<file path="config.mk">
export PLATFORM = sky130hd
export DESIGN_NAME = read_merger
export DESIGN_NICKNAME = d
export VERILOG_FILES = /design/src/source/mem_pkg.sv /design/src/source/read_merger.sv
export SDC_FILE = /design/constraint.sdc
export NUM_CORES = 1
export LEC_CHECK = 0
export BUFFER_PORTS_ARGS = -buffer_cell sky130_fd_sc_hd__buf_2
export CORE_UTILIZATION = 44
export CTS_CLUSTER_DIAMETER = 150
export DETAILED_ROUTE_END_ITERATION = 8
export HOLD_SLACK_MARGIN = 0.1
export PLACE_DENSITY = 0.87
export SETUP_SLACK_MARGIN = 0.1
export SLEW_MARGIN = 10
export SYNTH_ARGS = -nofsm -noshare
export SYNTH_HDL_FRONTEND = slang
export SYNTH_SLANG_ARGS = --single-unit
</file>
<file path="constraint.sdc">
create_clock -name clock -period 1.4 [get_ports clock]
set_clock_uncertainty 0.2 [all_clocks]
set_input_delay 0.28 -clock clock [delete_from_list [all_inputs] [get_ports clock]]
set_output_delay 0.28 -clock clock [all_outputs]
set_load 0.03 [all_outputs]
</file>
<file path="src/source/mem_pkg.sv">
`default_nettype none

package mem_pkg;

  // request side sizes.
  localparam int addr_width      = 16;
  localparam int data_width      = 32;
  localparam int burst_len_width = 2;

  // bank organisation.
  localparam int bank_count      = 4;
  localparam int bank_sel_width  = $clog2(bank_count);
  localparam int bank_words      = 1024;
  localparam int bank_addr_width = $clog2(bank_words);

  // byte address to word address.
  localparam int byte_shift      = $clog2(data_width / 8);

  // bank controller states.
  typedef enum logic [0:0] {
    BANK_IDLE,
    BANK_BURST
  } bank_state_t;

endpackage

`default_nettype wire
</file>
<file path="src/source/read_merger.sv">
`default_nettype none

module read_merger (
  input  wire logic                           clock,
  input  wire logic                           reset_n,
  input  wire logic [mem_pkg::bank_count-1:0] beat_valid,
  input  wire logic [mem_pkg::data_width-1:0] beat_data [mem_pkg::bank_count],
  output logic                                rd_valid,
  output logic [mem_pkg::data_width-1:0]      data_out
);

  logic [mem_pkg::data_width-1:0] sel_data;
  logic                           any_valid;

  assign any_valid = |beat_valid;

  // at most one bank presents a beat, so the first valid one is the only one.
  always_comb begin
    sel_data = '0;
    for (int i = mem_pkg::bank_count - 1; i >= 0; i--) begin
      if (beat_valid[i])
        sel_data = beat_data[i];
    end
  end

  always_ff @(posedge clock, negedge reset_n) begin
    if (!reset_n) begin
      rd_valid <= 1'b0;
      data_out <= '0;
    end else begin
      rd_valid <= any_valid;
      if (any_valid)
        data_out <= sel_data; // holds the last beat between bursts.
    end
  end

endmodule

`default_nettype wire

</file>
# After elaboration in Yosys (flattened, before gate mapping)
# Index checks and enable logic that the tools add are counted.
dict set report classes {
  n_reduce_logical 1
  mux 4
}
# cell n
set op_table {}
lappend op_table {{2-to-1 mux 32 bit} 4}
lappend op_table {{OR reduction 4 bit} 1}
dict set report word_totals {
  wordCells 7
  regBits 33
  input_bits 134
}

# Logic depth before layout (Yosys ltp)
dict set report logic_depth {
  ltp_word 4
  mapped_depth 5
  depth_no_buf 4
}

# Least setup slack after synthesis
# OpenSTA, ideal clock, no wires.
dict set report synth_timing {
  kind {input to register}
  from {in beat_valid[1] (netlist name)}
  to {reg data_out[10] (netlist name)}
  stages 5
  setup_ns 0.126
  path_slack_ns 0.054
  t_arrival_ns 1.020
  n_path_buf 2
  path_cell_list {buf_2 buf_2 and3b_1 a211oi_1 o21ai_1}
}
dict set report synth_between {
  elab_chain_cells 2
}
# element line
set synth_lines {}
lappend synth_lines {{start: declaration} read_merger.sv:6} ;# input wire logic [mem_pkg::bank_count-1:0] beat_valid,
lappend synth_lines {{2-to-1 mux 32 bit (2 in a row)} read_merger.sv:21} ;# if (beat_valid[i])
lappend synth_lines {{end signal: assignment} read_merger.sv:33} ;# data_out <= sel_data;
lappend synth_lines {{end: declaration} read_merger.sv:9} ;# output logic [mem_pkg::data_width-1:0] data_out
# Parallel ways exist; a longest one is shown, timed or not.
# A chain may end at the register's enable or synchronous reset.

# Worst setup path in the final report
dict set report layout_timing {
  from {in beat_data[14] (netlist name)}
  to {reg data_out[14] (netlist name)}
}
dict set report layout_between {
  elab_chain_cells 4
}
# element line
set layout_lines {}
lappend layout_lines {{start: declaration} read_merger.sv:7} ;# input wire logic [mem_pkg::data_width-1:0] beat_data [mem_pkg::bank_count],
lappend layout_lines {{2-to-1 mux 32 bit (4 in a row)} read_merger.sv:21}
# Every way passes these cells.

==> run_results.csv <==
group,metric,value,unit
grt,grt.total_usage,36.66,%
power,p_leak,2.278,nW
finish,fin_util,92.82,%
run_status,violations,"setup timing",
hold_path,min_path_type,"in -> reg",
timing,setup_viol,1,
floorplan,initial_core_util,46.26,%
synth,synth.top_cells.by_area,"dfrtp_1, and3b_1, a211oi_1, a21o_1, nor2b_1",
placed_design,place_ws,-0.2222,ns
placed_design,hpwl,5114,microns
synth,yosysWarnings,0,
synth,yosysMostFrequentCell,"dfrtp_1",
critical_path,arrival,1.66,ns
timing,setup_ws,-0.3212,ns
floorplan,chipWidth,72.71,microns
run_status,outcome,"finished, violations left",
synth,synthCells,252,
critical_path,r2r-start,"data_out[24]$_DFFE_PN0P_",
synth,ys_async_sr_fraction,100.0,%
synth,syn-num-nets,386,
synth,synth_cell_types,17,
drt,drt-pass1-iter-count,5,
timing,hold_viol,0,
clock_network,root_buffer,"clkbuf_8",
drt,ant_nets,0,
floorplan,rows,25,
drt,via_count,3312,
timing,finalCriticalPeriod,1.721,ns
timing,tightest_slew,0.6000,ns
placed_design,portBuffers,166,
critical_path,path_class,"in -> reg",
clock_network,numClockSinks,33,
synth,yosysTopAreaCellShare,37.54,%
power,vdd.ir_drop.worst,584.8,uV
clock_network,ctsLongestPathBuffers,2,
finish,drive_gt1_share,47.11,%
power,power.share.sequential,35.1,%
power,clockPowerShare,23.3,%
power,switching_share,34.66,%
timing,min_period_over_period,122.9,%
clock_network,clock_latency,0.28,ns
clock_network,cts_hold_buf,60,
power,comb_power_share,41.6,%
drt,drcViolationCount,0,
synth,synthFlopType,"dfrtp_1",
clock_network,tritoncts,"yes",
synth,seq_area_frac_synth,37.54,%
synth,syn_area_per_cell,8.729,sq um
critical_path,critPathLaunch,"beat_data[14]",
floorplan,coreArea,4755,sq um
synth,yosysTopAreaCell,"dfrtp_1",
finish,synthToLayoutAreaGrowth,100.6,%
synth,synth-seq-cells,33,
placed_design,gp_congestion,0.8225,
timing,max_slew_margin,59.76,%
critical_path,cp-start-kind,"input pin",
floorplan,pin_count,167,
grt,grt_max_degree,34,
critical_path,required,1.34,ns
grt,grt_pass1_wl,14640,microns
critical_path,worstPathMaxFanout,1,
critical_path,path_buf_inv,2,
synth,synth_edf_count,0,
finish,nets,634,
timing,drv_slew,0,
floorplan,die-height,72.71,microns
grt,grt_remaining_overflow,0,
floorplan,die-area,5286,sq um
grt,antenna_found_initial,0,
critical_path,slowest_delay,0.55,ns
drt,wire_per_inst,20.50,microns
clock_network,h-tree-depth,2,
timing,fin_setup_tns,-0.3212,ns
critical_path,cp_slowest_cell,"dlygate4sd3_1",
timing,fmax,581.0,MHz
timing,rsz0062_at_grt,"true",
drt,drtIter0Drc,332,
drt,avgViaCountPerCell,5.831,
power,internal_power,0.002081,W
grt,grt_pass1_vias,3149,
synth,netlist_area,2200,sq um
critical_path,cp-end-kind,"flip-flop",
hold_path,min_from,"beat_data[25]",
clock_network,numCtsBuffers,5,
job,cap_violations,0,
clock_network,path_clk_slew,0.09,ns
power,power,0.003185,W
critical_path,crit_chain,"dlygate4sd3_1 -> buf_2 -> a211oi_1 -> o21ai_1",
power,switchingPower,0.001104,W
drt,routed_wl,11650,microns
power,power.density,721.7,nW/um^2
critical_path,critical_path.top_delay_family,"buffers and inverters",
finish,insertedDiodeCount,0,
## metrics by stage
step | area [sq um] | hold slack [ns] | std cells
final | 4413 | 0.08852 | 568
after global routing | 4413 | 0.1186 | 568
after CTS | 4167 | 0.08234 | 553
after detailed placement | 3214 | 0.1419 | 477
after global placement | 3214 | 0.1378 | 477
after floorplan | 2260 | -0.2156 | 252
## flip-flops by register name, indices dropped and copies added, names as in the netlist
| name | cells |
|---|---|
| data_out | 32 |
| rd_valid | 1 |
## kinds of logic (layout without fill, tap and decap cells)
kind of cell / Yosys count / count (layout) / share of synthesized area [%]
AO/OA/AOI/OAI: 97 / 97 / 29.35
AND/OR/NAND/NOR: 97 / 97 / 28.10
flip-flops: 33 / 33 / 37.54
buffers and inverters: 25 / 274 / 5.006
## per-layer routing
layer	part of all wire, %	global-route usage, %	vias to the layer above
li1	-	-	1395
met2	48	65.84	293
met3	9.3	9.254	99
met1	34	37.17	1525
met5	0	0	-
met4	8.6	25.27	0
## power groups by stage
| stage | clock network, W | logic [W] | registers [W] |
|---|---|---|---|
| 2_1_floorplan | 0 | 0.000288 | 0.00129 |
| 3_3_place_gp | 0 | 0.000846 | 0.00110 |
| 3_5_place_dp | 0 | 0.000861 | 0.00111 |
| 4_1_cts | 0.000728 | 0.00113 | 0.00111 |
| 5_1_grt | 0.000775 | 0.00139 | 0.00112 |
| 6_report | 0.000742 | 0.00132 | 0.00112 |
## final cells by class
class	instances	area (sq um)
inverter	2	7.507
clock inverter	3	17.52
sequential	33	825.8
clock buffer	5	68.82
timing repair buffer	264	2021
tap	67	83.83
fill	186	341.6
multi-input combinational	194	1389
## repair_timing
item,in CTS,in global routing
setup buffers,8,15
gates cloned,0,0
pin swaps,0,12
endpoints found under the hold margin,66,1
gates resized for setup,66,30
endpoints found under the setup margin,35,56
## worst paths after layout
path | cells past startpoint | slack [ns] | to
worst min register to register | 2 | 0.31 | data_out[3]$_DFFE_PN0P_
min in group asynchronous | 3 | 0.35 | rd_valid$_DFF_PN0_
max in group asynchronous | 3 | 0.32 | data_out[10]$_DFFE_PN0P_
worst max-delay path | 4 | -0.32 | data_out[14]$_DFFE_PN0P_
worst min-delay path | 3 | 0.09 | data_out[25]$_DFFE_PN0P_
worst max register to register | 4 | 0.30 | data_out[24]$_DFFE_PN0P_
## placed cells by master, fill, tap and decap left out
cell,count
dfrtp_1,33
buf_12,6
buf_2,132
nor3b_4,1
o21ai_1,31
dlymetal6s4s_1,5
inv_1,2
a211oi_1,9
nand2_1,31
clkinv_2,2
nor4_4,1
clkbuf_8,5
nand3b_1,1
clkinvlp_4,1
nor2b_1,31
nor2_1,1
buf_4,31
buf_6,35
and3b_1,31
a221o_1,1
a21o_1,31
a211oi_2,22
a21oi_1,3
dlygate4sd3_1,55
## worst reg2reg max path: stages (launching register included)
cell and delay, ns:
dfrtp_1 0.40, buf_4 0.15, buf_4 0.13, nand2_1 0.04, o21ai_1 0.06
Note: power is estimated with default switching activity, not from simulation.
