===== src/source/mem_pkg.sv =====
`default_nettype none

package mem_pkg;

  // request side sizes.
  localparam int addr_width      = 16;
  localparam int data_width      = 32;
  localparam int burst_len_width = 2;

  // bank organisation.
  localparam int bank_count      = 4;
  localparam int bank_sel_width  = $clog2(bank_count);
  localparam int bank_words      = 1024;
  localparam int bank_addr_width = $clog2(bank_words);

  // byte address to word address.
  localparam int byte_shift      = $clog2(data_width / 8);

  // bank controller states.
  typedef enum logic [0:0] {
    BANK_IDLE,
    BANK_BURST
  } bank_state_t;

endpackage

`default_nettype wire

===== src/source/bank_router.sv =====
`default_nettype none

module bank_router (
  input  wire logic [mem_pkg::addr_width-1:0]      addr,
  input  wire logic [mem_pkg::burst_len_width-1:0] burst_len,
  input  wire logic [mem_pkg::data_width-1:0]      data_in,
  input  wire logic                                wr,
  input  wire logic                                rd,
  input  wire logic [mem_pkg::bank_count-1:0]      bank_busy,
  output logic                                     waitrequest,
  output logic [mem_pkg::bank_count-1:0]           bank_wr,
  output logic [mem_pkg::bank_count-1:0]           bank_rd,
  output logic [mem_pkg::bank_addr_width-1:0]      word_addr,
  output logic [mem_pkg::burst_len_width-1:0]      bank_len,
  output logic [mem_pkg::data_width-1:0]           bank_data
);

  logic [mem_pkg::bank_sel_width-1:0] bank_sel;
  logic [mem_pkg::bank_count-1:0]     sel_onehot;
  logic                               sel_busy;
  logic                               any_busy;
  logic                               request;
  logic                               accept;

  // the bank index sits directly above the in-bank word address.
  assign word_addr = addr[mem_pkg::byte_shift +: mem_pkg::bank_addr_width];
  assign bank_sel  = addr[mem_pkg::byte_shift + mem_pkg::bank_addr_width +:
                          mem_pkg::bank_sel_width];

  // a code of 2 is not a power-of-two block, so it runs as a four beat burst.
  assign bank_len  = (burst_len == 2'd2) ? 2'd3 : burst_len;
  assign bank_data = data_in;

  always_comb begin
    sel_onehot = '0;
    sel_onehot[bank_sel] = 1'b1;
  end

  assign sel_busy = |(bank_busy & sel_onehot);
  assign any_busy = |bank_busy;
  assign request  = wr | rd;

  // Reads wait for every bank so that only one burst is ever in flight.
  assign waitrequest = request & (sel_busy | (rd & any_busy));
  assign accept      = request & ~waitrequest;

  assign bank_wr = (accept & wr) ? sel_onehot : '0; // one strobe per accepted write.
  assign bank_rd = (accept & rd) ? sel_onehot : '0;

endmodule

`default_nettype wire


===== config.mk =====
export PLATFORM = sky130hd
export DESIGN_NAME = bank_router
export DESIGN_NICKNAME = d
export VERILOG_FILES = /design/src/source/mem_pkg.sv /design/src/source/bank_router.sv
export SDC_FILE = /design/constraint.sdc
export NUM_CORES = 1
export LEC_CHECK = 0
export ABC_CLOCK_PERIOD_IN_PS = 1600
export BUFFER_PORTS_ARGS = -buffer_cell sky130_fd_sc_hd__buf_4
export CORE_MARGIN = 8
export CORE_UTILIZATION = 24
export DETAILED_ROUTE_END_ITERATION = 16
export PLACE_DENSITY = 0.84
export SETUP_SLACK_MARGIN = 0.3
export SLEW_MARGIN = 20
export SYNTH_ARGS = -nofsm -noshare
export SYNTH_HDL_FRONTEND = slang
export SYNTH_SLANG_ARGS = --single-unit

===== constraint.sdc =====
create_clock -name vclk -period 1.6
set_input_delay 0.32 -clock vclk [all_inputs]
set_output_delay 0.32 -clock vclk [all_outputs]
set_load 0.02 [all_outputs]

After elaboration in Yosys (flattened, before gate mapping)
Index checks and enable logic that the tools add are counted.

cells by class
  eq/ne operators = 1
  reductions and logical operators = 3
  bitwise logic cells = 9
  mux-type cells = 5
  order comparisons = 2

operator list
  operator                                                                             count
  4-bit 2-to-1 mux                                                                     2
  4-bit OR reduction                                                                   2
  1-bit AND                                                                            5
  4-bit AND                                                                            1
  2-bit by 3-bit < comparator with 1-bit output, second input constant                 1
  1-bit demux with 2-bit select                                                        1
  2-bit equality test, second input constant                                           1
  2-bit by 1-bit greater-or-equal comparator with 1-bit output, second input constant  1
  2-bit 2-to-1 mux                                                                     1
  1-bit bitwise OR                                                                     2
  1-bit logical AND                                                                    1
  1-bit 2-to-1 mux                                                                     1
  1-bit NOT                                                                            1

word-level totals
  register bits after elaboration = 0
  logic and storage cells = 20
  output and inout port bits = 53

Longest topological paths before layout
  depth after elaboration = 12
  gate-level depth with buffers = 2
  mapped depth without buffers = 2

Least setup slack after synthesis
Ideal clock, no wire load.

  path kind = in2out
  from = in bank_busy[0] (netlist name)
  to = out bank_rd[0] (netlist name)
  setup slack = -88 ps
  stages = 2
  arrival = 1,368 ps
  path buffers = 0
  cells stage by stage = or4_4 nor3_1

on the way
  longest elaborated chain between the ends = 8
  elaborated cells on any way between the ends = 10
  classes of those cells = 1 x mux; 7 x bitwise; 2 x reduce/logical

RTL lines
  item                                             RTL line                              text
  start, declared                                  bank_router.sv:9                      input wire logic [mem_pkg::bank_count-1:0] bank_busy,
  4-bit AND or 4-bit OR reduction (tied branches)  bank_router.sv:39, bank_router.sv:40
  4-bit OR reduction or 1-bit AND (tied branches)  bank_router.sv:39, bank_router.sv:44
  1-bit bitwise OR *                               bank_router.sv:44                     assign waitrequest = request & (sel_busy | (rd & any_busy));
  1-bit AND *                                      bank_router.sv:44
  1-bit NOT *                                      bank_router.sv:45                     assign accept = request & ~waitrequest;
  1-bit AND *                                      bank_router.sv:45
  1-bit AND *                                      bank_router.sv:48                     assign bank_rd = (accept & rd) ? sel_onehot : '0;
  4-bit 2-to-1 mux *                               bank_router.sv:48
  end, declared                                    bank_router.sv:12                     output logic [mem_pkg::bank_count-1:0] bank_rd,

Mark *: on every way between the ends. The rest lies on a longest branch, timed or not.

Worst setup path in the final report
  from = in bank_busy[0] (netlist name)
  to = out bank_rd[2] (netlist name)

The elaborated chain is that of the path after synthesis.

==> flow_summary.toml <==
[sta]
setup-violations-final = 9
worstMarginPinSlew_ns = 0.3137
max-slew-margin-rel_pct = 79.06
period_needed_ns = 1.641
report.final.hold_viol_count = 0
setup_repair_after_global_routing_missed_its_margin = "yes"
setup_ws_ns = -0.04144
max_freq_mhz = 609.2
whs_ns = 0.6400
timing.final.max_slew_violations = 0
finalCritPeriodShare_pct = 102.6

[drt]
met2RoutedLength_um = 432
drtIter0Drc = 1
met3_length_um = 366
highest-signal-layer = "met4"
wl_um = 1190
vias = 303
number_of_detailed_routing_iterations_run_before_antenna_repair = 2
post_detailed_route_via_to_cell_ratio = 4.522
met1Wirelength_um = 312
wl_per_cell_um = 17.76
route.detailed.drc = 0
route.antenna.remaining_nets = 0

[hold_path]
hold_class = "in -> out"

[layout]
antenna_cells = 0
layout.sequential_cells = 0
areaGrowthSynthToFinish_pct = -3.485
final.clkbuf_count = 0
finalInstanceArea_um2 = 450.4
final_cell_mix = "sky130_fd_sc_hd__buf_4, sky130_fd_sc_hd__buf_6, sky130_fd_sc_hd__nor3_4, sky130_fd_sc_hd__nor3b_2, sky130_fd_sc_hd__or3b_4"
mostFrequentLayoutCell = "sky130_fd_sc_hd__buf_4"
design.final.nets = 98
filler_cell_count = 212
post_route_cells_drive_above_1_share_pct = 87.50
layout.area.seq_um2 = 0

[clocking]
cts_hold_repair.buffers = 0

[grt]
largest_net_degree_at_the_start_of_global_routing = 6
antenna_violations_before_repair = 0
grt_util_all_layers_pct = 5.657
grt_pass1_vias = 302
grt_first_pass_wirelength_um = 1607
globalRouteOverflowTotal = 0

[worst_setup_path]
critical_path_required_ns = 1.28
critPathBufInv = 2
critical_path.max_stage_delay_ns = 0.60
worstSetupPathType = "in -> out"
cp-end-kind = "output pin"
path_common_cell = "sky130_fd_sc_hd__buf_6"
worst_path_dominant_cell_family = "simple AND/OR/NAND/NOR gates"
cp_cell_sequence = "buf_6 > or4_4 > nor3_4 > buf_6"
worst_path_max_delay_cell = "sky130_fd_sc_hd__or4_4"
path_max_fanout = 4
critical_path.startpoint_type = "primary input"
critical_path_arrival_ns = 1.32

[die]
core_area_um2 = 1902
total_die_area_um2 = 3611
floorplan.initialDensity_pct = 24.54
die_width_um = 60.10
floorplan.rows = 16
fp.dieH_um = 60.10
ioPinCount = 109

[logic_synthesis]
post_synthesis_cell_area_um2 = 466.7
yosysWarnings = 0
syn_area_per_cell_um2 = 7.651
synthDistinctLibCells = 13
syn_nets = 117
seq_area_frac_synth_pct = 0
postSynthCellCount = 61

[placed_design]
place_ws_ns = -0.08207
dpl-instance-area_um2 = 404.1
buffer_ports.inserted = 21
dp_hpwl_um = 1052
finalWeightedCongestion = 0.6927

[run]
maxCapViolations = 0

[run_status]
failed_checks = "setup timing"
run_status = "finished, violations left"

[power_and_ir_drop]
ir_worst_vdd_v = 0.00006205
p_leak_nw = 0.1928
power_density_nw_per_um2 = 196.7
## cells in the mapped netlist
cell type / n / area (µm²)
sky130_fd_sc_hd__a21o_1: 1 / 7.510
sky130_fd_sc_hd__buf_4: 42 / 315.3
sky130_fd_sc_hd__clkbuf_1: 1 / 3.750
sky130_fd_sc_hd__inv_1: 1 / 3.750
sky130_fd_sc_hd__mux4_1: 1 / 26.28
sky130_fd_sc_hd__nand3b_1: 1 / 7.510
sky130_fd_sc_hd__nor3_1: 4 / 20.02
sky130_fd_sc_hd__nor3b_1: 4 / 30.03
sky130_fd_sc_hd__o41a_1: 1 / 11.26
sky130_fd_sc_hd__or2_2: 1 / 6.260
sky130_fd_sc_hd__or3_1: 1 / 6.260
sky130_fd_sc_hd__or3b_2: 2 / 17.52
sky130_fd_sc_hd__or4_4: 1 / 11.26
## layout make-up
class              instances  area, µm²  area share, %
well taps                 27      33.78          7.500
multi-input cells         17      210.2          46.67
inverters                  1      3.754         0.8333
repair buffers            22      202.7          45.00
## timing repair
item,CTS,global route
resized for setup,12,1
setup endpoints to repair,9,9
pin swaps,5,2
buffers inserted,1,0
## cell families after synthesis
family | count (synthesis) | synth area share, %
multiplexers | 1 | 5.631
buffers and inverters | 44 | 69.17
AND/OR/NAND/NOR | 14 | 21.18
AO/OA/AOI/OAI | 2 | 4.022
## worst paths after layout
path / from / end / cells past startpoint
worst min-delay path: data_in[10] / bank_data[10] / 0
worst max-delay path: bank_busy[0] / bank_rd[2] / 4
## power by group
| part | total (mW) | internal [mW] | leakage (nW) | switching, mW |
|---|---|---|---|---|
| clock network | 0 | 0 | 0 | 0 |
| registers | 0 | 0 | 0 | 0 |
| logic | 0.0886 | 0.0479 | 0.193 | 0.0407 |
| total | 0.0886 | 0.0479 | 0.193 | 0.0407 |
## layer usage
layer / vias to the layer above / global-route usage [%]
met2: 34 / 7.077
li1: 118 / -
met1: 135 / 5.048
met5: - / 0
met3: 16 / 6.022
met4: 0 / 4.762
## per-stage QoR
step	setup TNS (ns)	std cells	total power, mW	utilization (%)
3_3_place_gp	-0.4165	66	0.07626	21.25
3_5_place_dp	-0.5530	66	0.07828	21.25
5_1_grt	-0.4949	67	0.09473	23.68
6_report	-0.2036	67	0.08858	23.68
4_1_cts	-0.3706	67	0.08819	23.49
2_1_floorplan	0	61	0.1926	-
Note: power is estimated with default switching activity, not from simulation.
